$ cat src/hw/hangmanPkg.sv
// Shared widths, game constants and controller states for the hangman core and its testbench.

package hangmanPkg;

    // ####################################################################
    // game constants
    // ####################################################################

    localparam int wordLen     = 5;  // letters in a secret word.
    localparam int maxMistakes = 6;  // a round is lost at this many misses.
    localparam int letterBits  = 8;  // one ASCII character per letter.
    localparam int wordBits    = wordLen * letterBits;

    // ####################################################################
    // vector types
    // ####################################################################

    typedef logic [letterBits-1:0] letterT;   // one ASCII letter.
    typedef logic [wordLen-1:0]    posMaskT;  // bit 4 is the first letter loaded.
    typedef logic [2:0]            countT;    // mistakes or correct positions.
    typedef logic [25:0]           letterSetT; // one bit per letter, bit 0 is A.

    // first and last capital letters, used to screen out non-letter guesses.
    localparam letterT letterA = 8'h41;
    localparam letterT letterZ = 8'h5A;

    // controller states.
    typedef enum logic [2:0] {
        idle,       // the word may be loaded.
        waitGuess,  // ready for the next guess.
        matching,   // the history is looking up the accepted guess.
        decide,     // waiting for the full hit mask, then resolving the guess.
        won,
        lost
    } gameStateT;

endpackage

$ cat src/hw/gameController.sv
// Game FSM that accepts guesses, resolves them into reveals or mistakes and declares the outcome.

`timescale 1ns/1ns

module gameController (
    input  logic                 clk,
    input  logic                 nRst,
    input  logic                 startGame,
    input  logic                 guessValid,
    input  hangmanPkg::posMaskT  hitMask,
    input  logic                 matchDone,
    input  logic                 alreadyTried,
    output logic                 guessAccept,
    output logic                 newRound,
    output logic                 wordLoadEnable,
    output logic                 gameReady,
    output logic                 busy,
    output hangmanPkg::posMaskT  revealed,
    output hangmanPkg::countT    numCorrect,
    output hangmanPkg::countT    numMistake,
    output logic                 hit,
    output logic                 mistake,
    output logic                 guessRejected,
    output logic                 win,
    output logic                 lose
);

    hangmanPkg::gameStateT state;
    hangmanPkg::gameStateT stateNext;
    hangmanPkg::posMaskT   revealedNext;  // revealed with the current mask folded in.
    hangmanPkg::countT     mistakeNext;
    logic                  resolve;       // the cycle in which a guess is settled.
    logic                  isHit;

    function automatic hangmanPkg::countT popCount(input hangmanPkg::posMaskT mask);
        hangmanPkg::countT total;
        total = '0;
        for (int i = 0; i < hangmanPkg::wordLen; i++) begin
            total = total + hangmanPkg::countT'(mask[i]);
        end
        return total;
    endfunction

    // ####################################################################
    // strobes and status
    // ####################################################################

    assign guessAccept    = guessValid && (state == hangmanPkg::waitGuess);
    assign newRound       = startGame && ((state == hangmanPkg::idle) ||
                                          (state == hangmanPkg::won) ||
                                          (state == hangmanPkg::lost));
    assign wordLoadEnable = (state == hangmanPkg::idle);
    assign gameReady      = (state == hangmanPkg::idle) || (state == hangmanPkg::waitGuess);
    assign busy           = (state == hangmanPkg::matching) || (state == hangmanPkg::decide);
    assign win            = (state == hangmanPkg::won);
    assign lose           = (state == hangmanPkg::lost);

    assign resolve      = (state == hangmanPkg::decide) && matchDone;
    assign isHit        = !alreadyTried && (hitMask != '0);
    assign revealedNext = revealed | hitMask;
    assign mistakeNext  = numMistake + 3'd1;

    // ####################################################################
    // next state
    // ####################################################################

    always_comb begin
        stateNext = state;
        case (state)
            hangmanPkg::idle: begin
                if (startGame) stateNext = hangmanPkg::waitGuess;
            end
            hangmanPkg::waitGuess: begin
                if (guessValid) stateNext = hangmanPkg::matching;
            end
            // alreadyTried becomes valid after this cycle.
            hangmanPkg::matching: stateNext = hangmanPkg::decide;
            hangmanPkg::decide: begin
                if (matchDone) begin
                    stateNext = hangmanPkg::waitGuess;
                    if (alreadyTried) begin
                        stateNext = hangmanPkg::waitGuess;  // rejected, nothing moves.
                    end else if (isHit) begin
                        if (revealedNext == '1) stateNext = hangmanPkg::won;
                    end else if (mistakeNext == hangmanPkg::countT'(hangmanPkg::maxMistakes)) begin
                        stateNext = hangmanPkg::lost;
                    end
                end
            end
            hangmanPkg::won, hangmanPkg::lost: begin
                if (startGame) stateNext = hangmanPkg::waitGuess;
            end
            default: stateNext = hangmanPkg::idle;
        endcase
    end

    // ####################################################################
    // state, counters and outcome pulses
    // ####################################################################

    always_ff @(posedge clk, negedge nRst) begin
        if (!nRst) begin
            state         <= hangmanPkg::idle;
            revealed      <= '0;
            numCorrect    <= '0;
            numMistake    <= '0;
            hit           <= 1'b0;
            mistake       <= 1'b0;
            guessRejected <= 1'b0;
        end else begin
            state         <= stateNext;
            hit           <= 1'b0;
            mistake       <= 1'b0;
            guessRejected <= 1'b0;
            if (newRound) begin
                revealed   <= '0;
                numCorrect <= '0;
                numMistake <= '0;
            end else if (resolve) begin
                if (alreadyTried) begin
                    guessRejected <= 1'b1;
                end else if (isHit) begin
                    hit        <= 1'b1;
                    revealed   <= revealedNext;
                    numCorrect <= popCount(revealedNext); // repeated letters count per position.
                end else begin
                    mistake    <= 1'b1;
                    numMistake <= mistakeNext;
                end
            end
        end
    end

endmodule

$ cat src/hw/guessHistory.sv
// Remembers which letters were tried in the current round and flags repeated or non-letter guesses.

`timescale 1ns/1ns

module guessHistory (
    input  logic               clk,
    input  logic               nRst,
    input  hangmanPkg::letterT guess,
    input  logic               guessAccept,
    input  logic               newRound,
    output logic               alreadyTried
);

    hangmanPkg::letterSetT tried;     // bit n set once letter A+n was guessed.
    hangmanPkg::letterT    offset;
    logic [4:0]            letterIdx;
    logic                  isLetter;

    always_comb begin
        isLetter  = (guess >= hangmanPkg::letterA) && (guess <= hangmanPkg::letterZ);
        offset    = guess - hangmanPkg::letterA;
        letterIdx = offset[4:0];      // only meaningful when isLetter is high.
    end

    always_ff @(posedge clk, negedge nRst) begin
        if (!nRst) begin
            tried        <= '0;
            alreadyTried <= 1'b0;
        end else if (newRound) begin
            tried        <= '0;
            alreadyTried <= 1'b0;
        end else if (guessAccept) begin
            // anything outside A to Z is treated as though it was tried before.
            alreadyTried <= !isLetter || tried[letterIdx];
            if (isLetter) begin
                tried[letterIdx] <= 1'b1;
            end
        end
    end

    // alreadyTried holds its value until the next accepted guess.

endmodule

$ cat src/hw/hangmanTop.sv
// Top level of the hangman core, wiring the word store, matcher, history and controller together.

`timescale 1ns/1ns

module hangmanTop (
    input  logic                clk,
    input  logic                nRst,
    input  hangmanPkg::letterT  wordLetter,
    input  logic                wordLoad,
    input  logic                startGame,
    input  hangmanPkg::letterT  guess,
    input  logic                guessValid,
    output logic                gameReady,
    output logic                busy,
    output hangmanPkg::posMaskT revealed,
    output hangmanPkg::countT   numCorrect,
    output hangmanPkg::countT   numMistake,
    output logic                hit,
    output logic                mistake,
    output logic                guessRejected,
    output logic                win,
    output logic                lose
);

    logic [hangmanPkg::wordBits-1:0] storedWord;
    hangmanPkg::posMaskT             hitMask;
    logic                            matchDone;
    logic                            alreadyTried;
    logic                            guessAccept;   // one guess in flight at a time.
    logic                            newRound;
    logic                            wordLoadEnable;

    wordStore uWordStore (
        .clk            (clk),
        .nRst           (nRst),
        .wordLetter     (wordLetter),
        .wordLoad       (wordLoad),
        .wordLoadEnable (wordLoadEnable),
        .storedWord     (storedWord)
    );

    letterMatcher uLetterMatcher (
        .clk         (clk),
        .nRst        (nRst),
        .guess       (guess),
        .guessAccept (guessAccept),
        .storedWord  (storedWord),
        .hitMask     (hitMask),
        .matchDone   (matchDone)
    );

    guessHistory uGuessHistory (
        .clk          (clk),
        .nRst         (nRst),
        .guess        (guess),
        .guessAccept  (guessAccept),
        .newRound     (newRound),
        .alreadyTried (alreadyTried)
    );

    gameController uGameController (
        .clk            (clk),
        .nRst           (nRst),
        .startGame      (startGame),
        .guessValid     (guessValid),
        .hitMask        (hitMask),
        .matchDone      (matchDone),
        .alreadyTried   (alreadyTried),
        .guessAccept    (guessAccept),
        .newRound       (newRound),
        .wordLoadEnable (wordLoadEnable),
        .gameReady      (gameReady),
        .busy           (busy),
        .revealed       (revealed),
        .numCorrect     (numCorrect),
        .numMistake     (numMistake),
        .hit            (hit),
        .mistake        (mistake),
        .guessRejected  (guessRejected),
        .win            (win),
        .lose           (lose)
    );

endmodule

$ cat src/hw/letterMatcher.sv
// Scans the stored word one position per cycle against an accepted guess and builds a hit mask.

`timescale 1ns/1ns

module letterMatcher (
    input  logic                                clk,
    input  logic                                nRst,
    input  hangmanPkg::letterT                  guess,
    input  logic                                guessAccept,
    input  logic [hangmanPkg::wordBits-1:0]     storedWord,
    output hangmanPkg::posMaskT                 hitMask,
    output logic                                matchDone
);

    localparam logic [2:0] lastPos = 3'(hangmanPkg::wordLen - 1);

    hangmanPkg::letterT guessReg;    // the letter under test, held for the scan.
    hangmanPkg::letterT posLetter;   // stored letter at the current position.
    logic [2:0]         posIdx;      // 0 is the first letter loaded.
    logic               scanning;
    logic               posHit;

    // ####################################################################
    // position select
    // ####################################################################

    // position 0 lives in the top byte of the word.
    always_comb begin
        posLetter = storedWord[(lastPos - posIdx) * hangmanPkg::letterBits
                               +: hangmanPkg::letterBits];
        posHit    = (posLetter == guessReg);
    end

    // the scan compares against this copy, so the guess input may change while busy.
    always_ff @(posedge clk) begin
        if (guessAccept) begin
            guessReg <= guess;
        end
    end

    // ####################################################################
    // scan control
    // ####################################################################

    always_ff @(posedge clk, negedge nRst) begin
        if (!nRst) begin
            posIdx    <= '0;
            scanning  <= 1'b0;
            hitMask   <= '0;
            matchDone <= 1'b0;
        end else begin
            matchDone <= 1'b0; // a single-cycle pulse unless set below.
            if (guessAccept) begin
                posIdx   <= '0;
                scanning <= 1'b1;
                hitMask  <= '0;          // the old mask is dropped for the new guess.
            end else if (scanning) begin
                hitMask[lastPos - posIdx] <= posHit; // mask bit 4 is position 0.
                if (posIdx == lastPos) begin
                    scanning  <= 1'b0;
                    matchDone <= 1'b1;   // the mask is complete from this edge on.
                end else begin
                    posIdx <= posIdx + 3'd1;
                end
            end
        end
    end

endmodule

$ cat src/hw/wordStore.sv
// Holds the secret word, shifted in one letter per load strobe while the game is idle.

`timescale 1ns/1ns

module wordStore (
    input  logic                                clk,
    input  logic                                nRst,
    input  hangmanPkg::letterT                  wordLetter,
    input  logic                                wordLoad,
    input  logic                                wordLoadEnable,
    output logic [hangmanPkg::wordBits-1:0]     storedWord
);

    logic shiftIn; // a load strobe that the controller allows.

    assign shiftIn = wordLoad && wordLoadEnable;

    // the first position sits in the top byte. Each load moves every letter
    // one place toward it and drops the new letter into the lowest byte, so the
    // register always holds the last five letters loaded.
    always_ff @(posedge clk, negedge nRst) begin
        if (!nRst) begin
            storedWord <= '0;
        end else if (shiftIn) begin
            storedWord <= {storedWord[hangmanPkg::wordBits-hangmanPkg::letterBits-1:0],
                           wordLetter};
        end
    end

    // the word is kept across rounds; only a new load in idle replaces it.

endmodule

$ cat config.mk
export PLATFORM = sky130hd
export DESIGN_NAME = hangmanTop
export DESIGN_NICKNAME = d
export VERILOG_FILES = /design/src/hw/hangmanPkg.sv /design/src/hw/gameController.sv /design/src/hw/guessHistory.sv /design/src/hw/hangmanTop.sv /design/src/hw/letterMatcher.sv /design/src/hw/wordStore.sv
export SDC_FILE = /design/constraint.sdc
export NUM_CORES = 1
export LEC_CHECK = 0
export BUFFER_PORTS_ARGS = -buffer_cell sky130_fd_sc_hd__buf_4
export CORE_ASPECT_RATIO = 1.5
export CORE_MARGIN = 2
export CORE_UTILIZATION = 50
export CTS_CLUSTER_SIZE = 24
export DETAILED_ROUTE_END_ITERATION = 12
export PLACE_DENSITY_LB_ADDON = 0.3
export SYNTH_ARGS = -nofsm -noshare
export SYNTH_HDL_FRONTEND = slang
export SYNTH_SLANG_ARGS = --single-unit
$ cat constraint.sdc
create_clock -name clk -period 5.7 [get_ports clk]
set_input_delay 0.855 -clock clk [delete_from_list [all_inputs] [get_ports clk]]
set_output_delay 0.855 -clock clk [all_outputs]
set_load 0.02 [all_outputs]
; ---- Yosys cells after proc, flatten, opt, wreduce, memory -nomap -nowiden
; Cells that the tools add are included.
[op_classes]
add_sub_neg = 9
n_lt_le_gt_ge = 6
n_eq_ne = 15
shifts = 1
muxes = 54
bitwise_logic = 2
n_reduce_logical = 28
[ops]
columns = cell, n
row1 = 26-bit two-way mux, 3
row2 = 3-bit two-way mux, 18
row3 = 40-bit by 33-bit indexed part select with 8-bit output, 1
row4 = 5-bit two-way mux, 6
row5 = 26-bit OR, 1
row6 = 1-bit two-way mux, 22
row7 = 3-bit == test (second input constant), 4
row8 = 3-bit one-hot mux with 4 select lines, 1
row9 = 2-bit != test (second input constant), 5
row10 = 2-bit nonzero test, 5
row11 = 3-bit by 1-bit adder with 3-bit output, 3
row12 = 3-bit AND reduction, 3
row13 = 8-bit == test, 1
row14 = 8-bit by 7-bit >= comparator with 1-bit output (second input constant), 1
row15 = 8-bit by 7-bit less-or-equal comparator with 1-bit output (second input constant), 1
row16 = 1-bit logical AND, 8
row17 = 3-bit by 1-bit adder with 3-bit output (second input constant), 2
row18 = 3-bit by 2-bit == test with 1-bit output (second input constant), 2
row19 = 5-bit by 6-bit < comparator with 1-bit output (second input constant), 1
row20 = 1-bit binary-select mux with 5-bit select, 1
row21 = 5-bit bitwise mux, 1
row22 = 1-bit demux with 5-bit select, 1
row23 = 5-bit == test (second input constant), 1
row24 = 5-bit by 1-bit >= comparator with 1-bit output (second input constant), 1
row25 = other kinds (16), 22
[word_totals]
ff_bits = 102
input_bits = 21
word_cells = 130

; ---- Longest topological paths before layout
; Gate-level depths: netlist (run 1).
[depth]
depth_word = 9
mapped_depth = 14

; ---- By module
; Synthesis (run 1) repeated with hierarchy kept, for this count alone.
[hier_totals]
hier_cells = 469
area_unflattened_um2 = 5610.4
[modules_own_cells]
columns = module, n_inst, cells_each, area_per_inst_um2, seq_area_each_um2
row1 = wordStore, 1, 85, 1652.8, 1001.0
row2 = guessHistory, 1, 153, 1626.6, 675.6
row3 = letterMatcher, 1, 138, 1383.8, 490.5
row4 = gameController, 1, 93, 947.2, 425.4

; ---- Worst setup path before layout (run 1)
; No wires, ideal clock.
[synth_timing]
path_type = input to register
startpoint = in guess[0]
endpoint = reg uGuessHistory.alreadyTried
setup_time_ps = 123
arrival_ps = 2780
setup_slack_ps = 2797
cell_stages = 11
path_buffers = 2
cell_sequence = buf_6 inv_1 ha_1 clkbuf_1 mux4_2 and3_1 a31oi_1 a31oi_1 a211oi_1 o21ai_1 o221a_1
[synth_via]
elab_chain_cells = 6
word_cells_on_any_way = 10
cone_classes = add/sub: 1 / order compare: 2 / mux: 4 / reduce/logical: 3
[synth_lines]
columns = item, line_no
row1 = start: declaration, hangmanTop.sv:11  ; input hangmanPkg::letterT guess,
row2 = "5-bit by 1-bit subtractor with 5-bit output, or another cell as far along", guessHistory.sv:21  ; offset = guess - hangmanPkg::letterA;
row3 = 1-bit binary-select mux with 5-bit select / 1-bit logical AND (equally long branches), "guessHistory.sv:34, guessHistory.sv:20"
row4 = 1-bit two-way mux (implied by the code) / 1-bit logical NOT (equally long branches), guessHistory.sv:34  ; alreadyTried <= !isLetter || tried[letterIdx];
row5 = 1-bit logical OR (*), guessHistory.sv:34
row6 = 1-bit two-way mux (*), guessHistory.sv:32  ; end else if (guessAccept) begin
row7 = 1-bit two-way mux (*), guessHistory.sv:29  ; end else if (newRound) begin
row8 = end signal: assignment, guessHistory.sv:34
row9 = end: declaration, guessHistory.sv:11  ; output logic alreadyTried
; Every way passes the cells marked *; elsewhere a longest branch is shown, timed or not. The select of a mux whose other input is x is not followed.
; A chain may end at the register's enable or synchronous reset.

; ---- Final worst setup path (run 1)
[layout_timing]
startpoint = reg uLetterMatcher.posIdx[0]
endpoint = reg uLetterMatcher.hitMask[1]
[layout_via]
elab_chain_cells = 8
word_cells_on_any_way = 12
cone_classes = add/sub: 2 / order compare: 2 / eq/ne: 1 / shift: 1 / mux: 5 / reduce/logical: 1
[layout_lines]
columns = item, line_no
row1 = start: declaration, letterMatcher.sv:19  ; logic [2:0] posIdx;
row2 = start signal: assignment, letterMatcher.sv:63  ; posIdx <= posIdx + 3'd1;
row3 = "parallel branches: the longest is 5 deep, another holds 3-bit by 3-bit subtractor with 4-bit output", n/a
row4 = 5-bit bitwise mux (*), letterMatcher.sv:58  ; hitMask[lastPos - posIdx] <= posHit;
row5 = 5-bit two-way mux (*), letterMatcher.sv:57  ; end else if (scanning) begin
row6 = 5-bit two-way mux (*), letterMatcher.sv:53  ; if (guessAccept) begin
row7 = end signal: indexed assignment, letterMatcher.sv:58
row8 = end: declaration, letterMatcher.sv:11  ; output hangmanPkg::posMaskT hitMask,
; Every way passes the cells marked *. The select of a mux whose other input is x is not followed.

==> results of run 1 <==
[power breakdown]
part / leakage, uW / total (uW) / switching (uW) / internal (uW)
clock network: 0.000132 / 563 / 267 / 297
logic: 0.00123 / 949 / 507 / 442
registers: 0.00132 / 1120 / 198 / 921
[stage by stage]
stage | setup WS, ns | cell area [um2] | cells | hold slack (ns) | utilization (%)
final | 1.67 | 5880 | 647 | 0.474 | 57.7
after detailed placement | 1.68 | 5610 | 632 | 0.485 | 55.0
after global routing | 1.33 | 5880 | 647 | 0.513 | 57.7
after floorplan | 2.80 | 5260 | 478 | 0.457 | -
after CTS | 1.67 | 5880 | 647 | 0.482 | 57.7
after global placement | 1.85 | 5610 | 632 | 0.472 | 55.0
[metal layers]
layer | track usage, % | vias up
met4 | 10.3 | 0
met3 | 3.44 | 23
li1 | - | 1762
met2 | 33.8 | 70
met5 | 0 | -
met1 | 25.7 | 1870
[logic make-up (layout without fill, tap and decap cells)]
logic type	after synthesis	in the layout	synth area share, %
AOI/OAI and AO/OA	93	93	11.9
adders and majority gates	15	15	3.85
buffers and inverters	41	69	3.76
and+or+nand+nor	153	153	14.5
muxes	68	68	15.7
DFF	102	102	49.3
xor gates and xnor gates	6	6	0.999
[area by class of cell]
cell class              instances  area, um2  area share, %
clock buffers                   9        225           3.83
clock inverters                 6       43.8          0.745
flip-flops and latches        102       2590           44.1
multi-input cells             335       2480           42.2
inverters                      13       48.8          0.830
well taps                     141        176           3.00
repair buffers                 41        308           5.24
[worst reg2reg max path, stage by stage (launching register included)]
cell and delay [ns]:
dfrtp_1 0.99, inv_1 0.20, ha_1 1.01, mux2_2 0.43, a221oi_1 0.29, mux2_2 0.40
a2111oi_4 0.20, nand3_2 0.18, o31ai_1 0.23
[cell usage in the layout, fill, tap and decap left out, types with 6 or more instances in the layout]
| master | instances |
|---|---|
| or2_2 | 6 |
| inv_1 | 12 |
| nand2_1 | 26 |
| mux2_2 | 40 |
| mux2_1 | 7 |
| and3_1 | 6 |
| o21ai_0 | 12 |
| nor2_1 | 56 |
| a21oi_1 | 38 |
| edfxtp_1 | 8 |
| mux4_2 | 7 |
| ha_1 | 13 |
| clkbuf_16 | 9 |
| nand3_1 | 12 |
| dfrtp_1 | 94 |
| mux2i_1 | 14 |
| nor2b_1 | 8 |
| nor3_1 | 9 |
| buf_4 | 41 |
[flip-flops by register name (all words and copies together), names as in the netlist]
register	flops
uGameController.guessRejected	1
uGameController.hit	1
uGameController.mistake	1
uGameController.numCorrect	3
uGameController.numMistake	3
uGameController.revealed	5
uGameController.state	3
uGuessHistory.alreadyTried	1
uGuessHistory.tried	26
uLetterMatcher.guessReg	8
uLetterMatcher.hitMask	5
uLetterMatcher.matchDone	1
uLetterMatcher.posIdx	3
uLetterMatcher.scanning	1
uWordStore.storedWord	40
[final timing paths]
check,startpoint,end,slack (ns),depth (start not counted)
max reg2reg,uLetterMatcher.posIdx[0],uLetterMatcher.hitMask[1],1.67,8
max,uLetterMatcher.posIdx[0],uLetterMatcher.hitMask[1],1.67,8
min reg2reg,uGuessHistory.tried[0],uGuessHistory.tried[0],0.50,2
max in group asynchronous,nRst,uWordStore.storedWord[24],4.15,2
min in group clk,uGuessHistory.tried[0],uGuessHistory.tried[0],0.50,2
min,nRst,uGuessHistory.tried[5],0.47,1
==> impl_metrics.toml, run 1 <==
[global_routing]
antenna_found_initial = 0
grt_pass1_wl_um = 18100
grt_use_total_pct = 20.4
overflow = 0
first_global_vias = 3766
grt_max_degree = 57

[placed_design]
dp_hpwl_um = 7580
place.gp.congestion = 0.916
numPortBuffers = 38

[worst_setup_path]
critical-path-top-delay-family = "adder cells"
arrival_ns = 4.27
cp_max_fo = 28
cp_num_buf_inv = 1
max_stage_delay_ns = 1.01
path_cells = "inv_1 > ha_1 > mux2_2 > a221oi_1 > mux2_2 > a2111oi_4 > nand3_2 > o31ai_1"
worstSetupPathType = "reg -> reg"
worstPathRequired_ns = 5.95
start_kind = "flip-flop"
cp_common_cell = "mux2_2"
cpMaxStageDelayCell = "ha_1"
end_kind = "flip-flop"

[power_and_ir_drop]
powerDensity_nw_per_um2 = 448
peakVddDrop_uv = 204
leakagePower_uw = 0.00268
p_total_uw = 2630

[cts]
postCtsSetupBuffers = 0
clock_latency_ns = 0.34
hold_buffers = 0
path_clk_slew_ns = 0.07
cts.sinks = 102
clock_path_buffers = 2
numCtsBuffers = 9
cts_tree = "done"
cts-htree-levels = 3
cts_root_buffer = "clkbuf_16"
post_cts_resized = 0

[floorplan]
die_y_um = 130
dieWidth_um = 87.8
ios = 39
start_util_pct = 51.6
die_area_um2 = 11400
num_rows = 45
coreArea_um2 = 10200

[timing]
finalMaxSlewViolations = 0
hold_violations = 0
fmax_mhz = 248
finalSetupViolCount = 0
min_period_over_period_pct = 70.7
rsz0062_at_grt = "false"
clock_skew_ns = 0.00882
tightest_slew_ns = 1.12
maxSlewHeadroom_pct = 24.7
tns_ns = 0
post-route-min-period_ns = 4.03

[synthesis]
synth-edff-count = 8
yosys-top-cells-area = "dfrtp_1, mux2_2, edfxtp_1"
synth.yosys.seq_area_share_pct = 49.3
netlist_area_um2 = 5260
synthCells = 478
synth_largest_area_cell = "dfrtp_1"
synthArstFlopShare_pct = 92.2
synth_seq_cells = 102
synthFlopType = "dfrtp_1"
yosysUniqueCellTypes = 69
ys_warn_count = 0
syn_nets = 514
synth.avg_cell_area_um2 = 11.0
synth.most_common_cell = "dfrtp_1"
synth_common_cells = "dfrtp_1, nor2_1, mux2_2"
yosysTopAreaCellShare_pct = 44.7

[drt]
dr_wl_met3_um = 365
firstDrtPassIters = 4
drtIter0Drc = 221
wl_met2_um = 5520
top_layer_used = "met4"
vias = 3725
drcViolationCount = 0
wire_per_inst_um = 16.5
wl_um = 10700
via_per_inst = 5.76
met1_length_um = 4490
ant_nets = 0

[layout]
drive_gt1_share_pct = 23.9
nNetsFinal = 538
area_growth_pct = 11.7
diodes = 0
fillers = 859

[run_status]
status = "finished, final reports clean"

[hold_path]
hold_class = "in -> async"

[flow_run]
drv_cap = 0
(Power assumes the default switching activity.)
==> run 2, diff against run 1 <==
==> constraint.sdc (replaced) <==
create_clock -name clk -period 3.3 [get_ports clk]
set_input_delay 0.495 -clock clk [delete_from_list [all_inputs] [get_ports clk]]
set_output_delay 0.495 -clock clk [all_outputs]
set_load 0.02 [all_outputs]
==> run 2 against run 1 <==
Clock power grew 72%. Via count down 0.64%. Flip-flop and latch count is the same. Utilization up 0.49 points. Critical path type unchanged. Die area stayed put.
==> impl_metrics.toml, run 2 (synthesis gave the netlist of run 1 again) <==
[drt]
vias = 3701
ant_nets = 0
drtIter0Drc = 249
wl_um = 10800
firstDrtPassIters = 4
via_per_inst = 5.67
drcViolationCount = 0
wire_per_inst_um = 16.6

[worst_setup_path]
worstSetupPathType = "reg -> reg"
max_stage_delay_ns = 0.54
worstPathRequired_ns = 3.55
end_kind = "flip-flop"
cp_max_fo = 13
arrival_ns = 3.13
critical-path-top-delay-family = "compound AO/OA/AOI/OAI gates"
path_cells = "inv_1 > ha_1 > ha_1 > buf_4 > mux2i_1 > o32ai_1 > a41oi_2 > o21ai_2 > a2111oi_4 > nand3_2 > o31ai_1"
cpMaxStageDelayCell = "ha_1"
start_kind = "flip-flop"
cp_common_cell = "ha_1"
cp_num_buf_inv = 2

[placed_design]
numPortBuffers = 38
dp.cells = 637
dp_hpwl_um = 7680
place.gp.congestion = 0.918
placed_cell_area_um2 = 5660

[floorplan]
die_area_um2 = 11400
dieWidth_um = 87.8
num_rows = 45
coreArea_um2 = 10200
die_y_um = 130
start_util_pct = 51.6
ios = 39

[timing]
min_period_over_period_pct = 87.4
rsz0062_at_grt = "false"
clock_skew_ns = 0.00720
fmax_mhz = 347
maxSlewHeadroom_pct = 60.6
tightest_slew_ns = 0.590
hold_violations = 0
tns_ns = 0
finalMaxSlewViolations = 0
finalSetupViolCount = 0
post-route-min-period_ns = 2.88

[cts]
hold_buffers = 0
path_clk_slew_ns = 0.07
numCtsBuffers = 9
clock_latency_ns = 0.35
cts_tree = "done"
clock_path_buffers = 2
cts-htree-levels = 3
cts.sinks = 102
cts_root_buffer = "clkbuf_16"
postCtsSetupBuffers = 0
post_cts_resized = 0

[layout]
mostFrequentLayoutCells = "dfrtp_1, nor2_1, buf_4"
top_regs = "uWordStore.storedWord x40, uGuessHistory.tried x26, uLetterMatcher.guessReg x8"
final_core_util_pct = 58.2
area_growth_pct = 12.7
largest_reg_flops = 40
final_cell_area_um2 = 5930
final_common_cell = "dfrtp_1"
top_register = "uWordStore.storedWord"
drive_gt1_share_pct = 24.4
diodes = 0
layout.cells.non_filler = 653
fillers = 885
nNetsFinal = 543

[global_routing]
first_global_vias = 3651
grt_pass1_wl_um = 18200
grt_max_degree = 95
grt_use_total_pct = 20.8
overflow = 0
antenna_found_initial = 0

[hold_path]
hold_class = "in -> async"

[power_and_ir_drop]
powerDensity_nw_per_um2 = 777
peakVddDrop_uv = 327
leakagePower_uw = 0.00271

[run_status]
status = "finished, final reports clean"

[flow_run]
drv_cap = 0
[run 2: final timing paths]
check / from / end / slack (ns) / depth (start not counted)
hold / removal: nRst / uGuessHistory.tried[12] / 0.19 / 2
setup / recovery: uLetterMatcher.posIdx[1] / uLetterMatcher.hitMask[3] / 0.42 / 11
max in group asynchronous: nRst / uWordStore.storedWord[30] / 2.74 / 2
hold reg to reg: uGuessHistory.tried[22] / uGuessHistory.tried[22] / 0.50 / 2
min in group clk: guess[7] / uLetterMatcher.guessReg[7] / 0.34 / 1
setup reg to reg: uLetterMatcher.posIdx[1] / uLetterMatcher.hitMask[3] / 0.42 / 11
[run 2: where the power goes]
group | internal [uW] | switching, uW | total (uW)
clock | 513 | 454 | 967
sequential | 1590 | 282 | 1870
combinational | 803 | 962 | 1760
[run 2: layer usage]
metal  vias to the layer above  share of wire, %  GRT usage [%]
met5                         -                 0              0
met1                      1799                40           26.1
met3                        22               4.0           4.14
met2                       102                53           34.6
met4                         0               2.9           9.41
li1                       1778                 -              -
[run 2: final cells by class]
cell class	instances	area, um2	share of cell area (%)
sequential	102	2590	43.7
tap	141	176	2.98
clock inverter	5	36.3	0.612
timing repair buffer	46	358	6.04
inverter	13	48.8	0.823
multi-input combinational	335	2480	41.9
clock buffer	11	233	3.93
[run 2: metrics by stage]
stage	hold slack [ns]	total power, uW	setup WS (ns)
after detailed placement	0.485	3660	0.430
after global placement	0.471	3590	0.533
final	0.189	4610	0.416
after CTS	0.209	4640	0.393
after floorplan	0.199	3190	0.571
after global routing	0.242	4920	0.202
[run 2: worst reg2reg max path, stage by stage (launching register included)]
cell       delay [ns]
dfrtp_1          0.39
inv_1            0.08
ha_1             0.18
ha_1             0.54
buf_4            0.24
mux2i_1          0.20
o32ai_1          0.10
a41oi_2          0.20
o21ai_2          0.09
a2111oi_4        0.36
nand3_2          0.17
o31ai_1          0.24
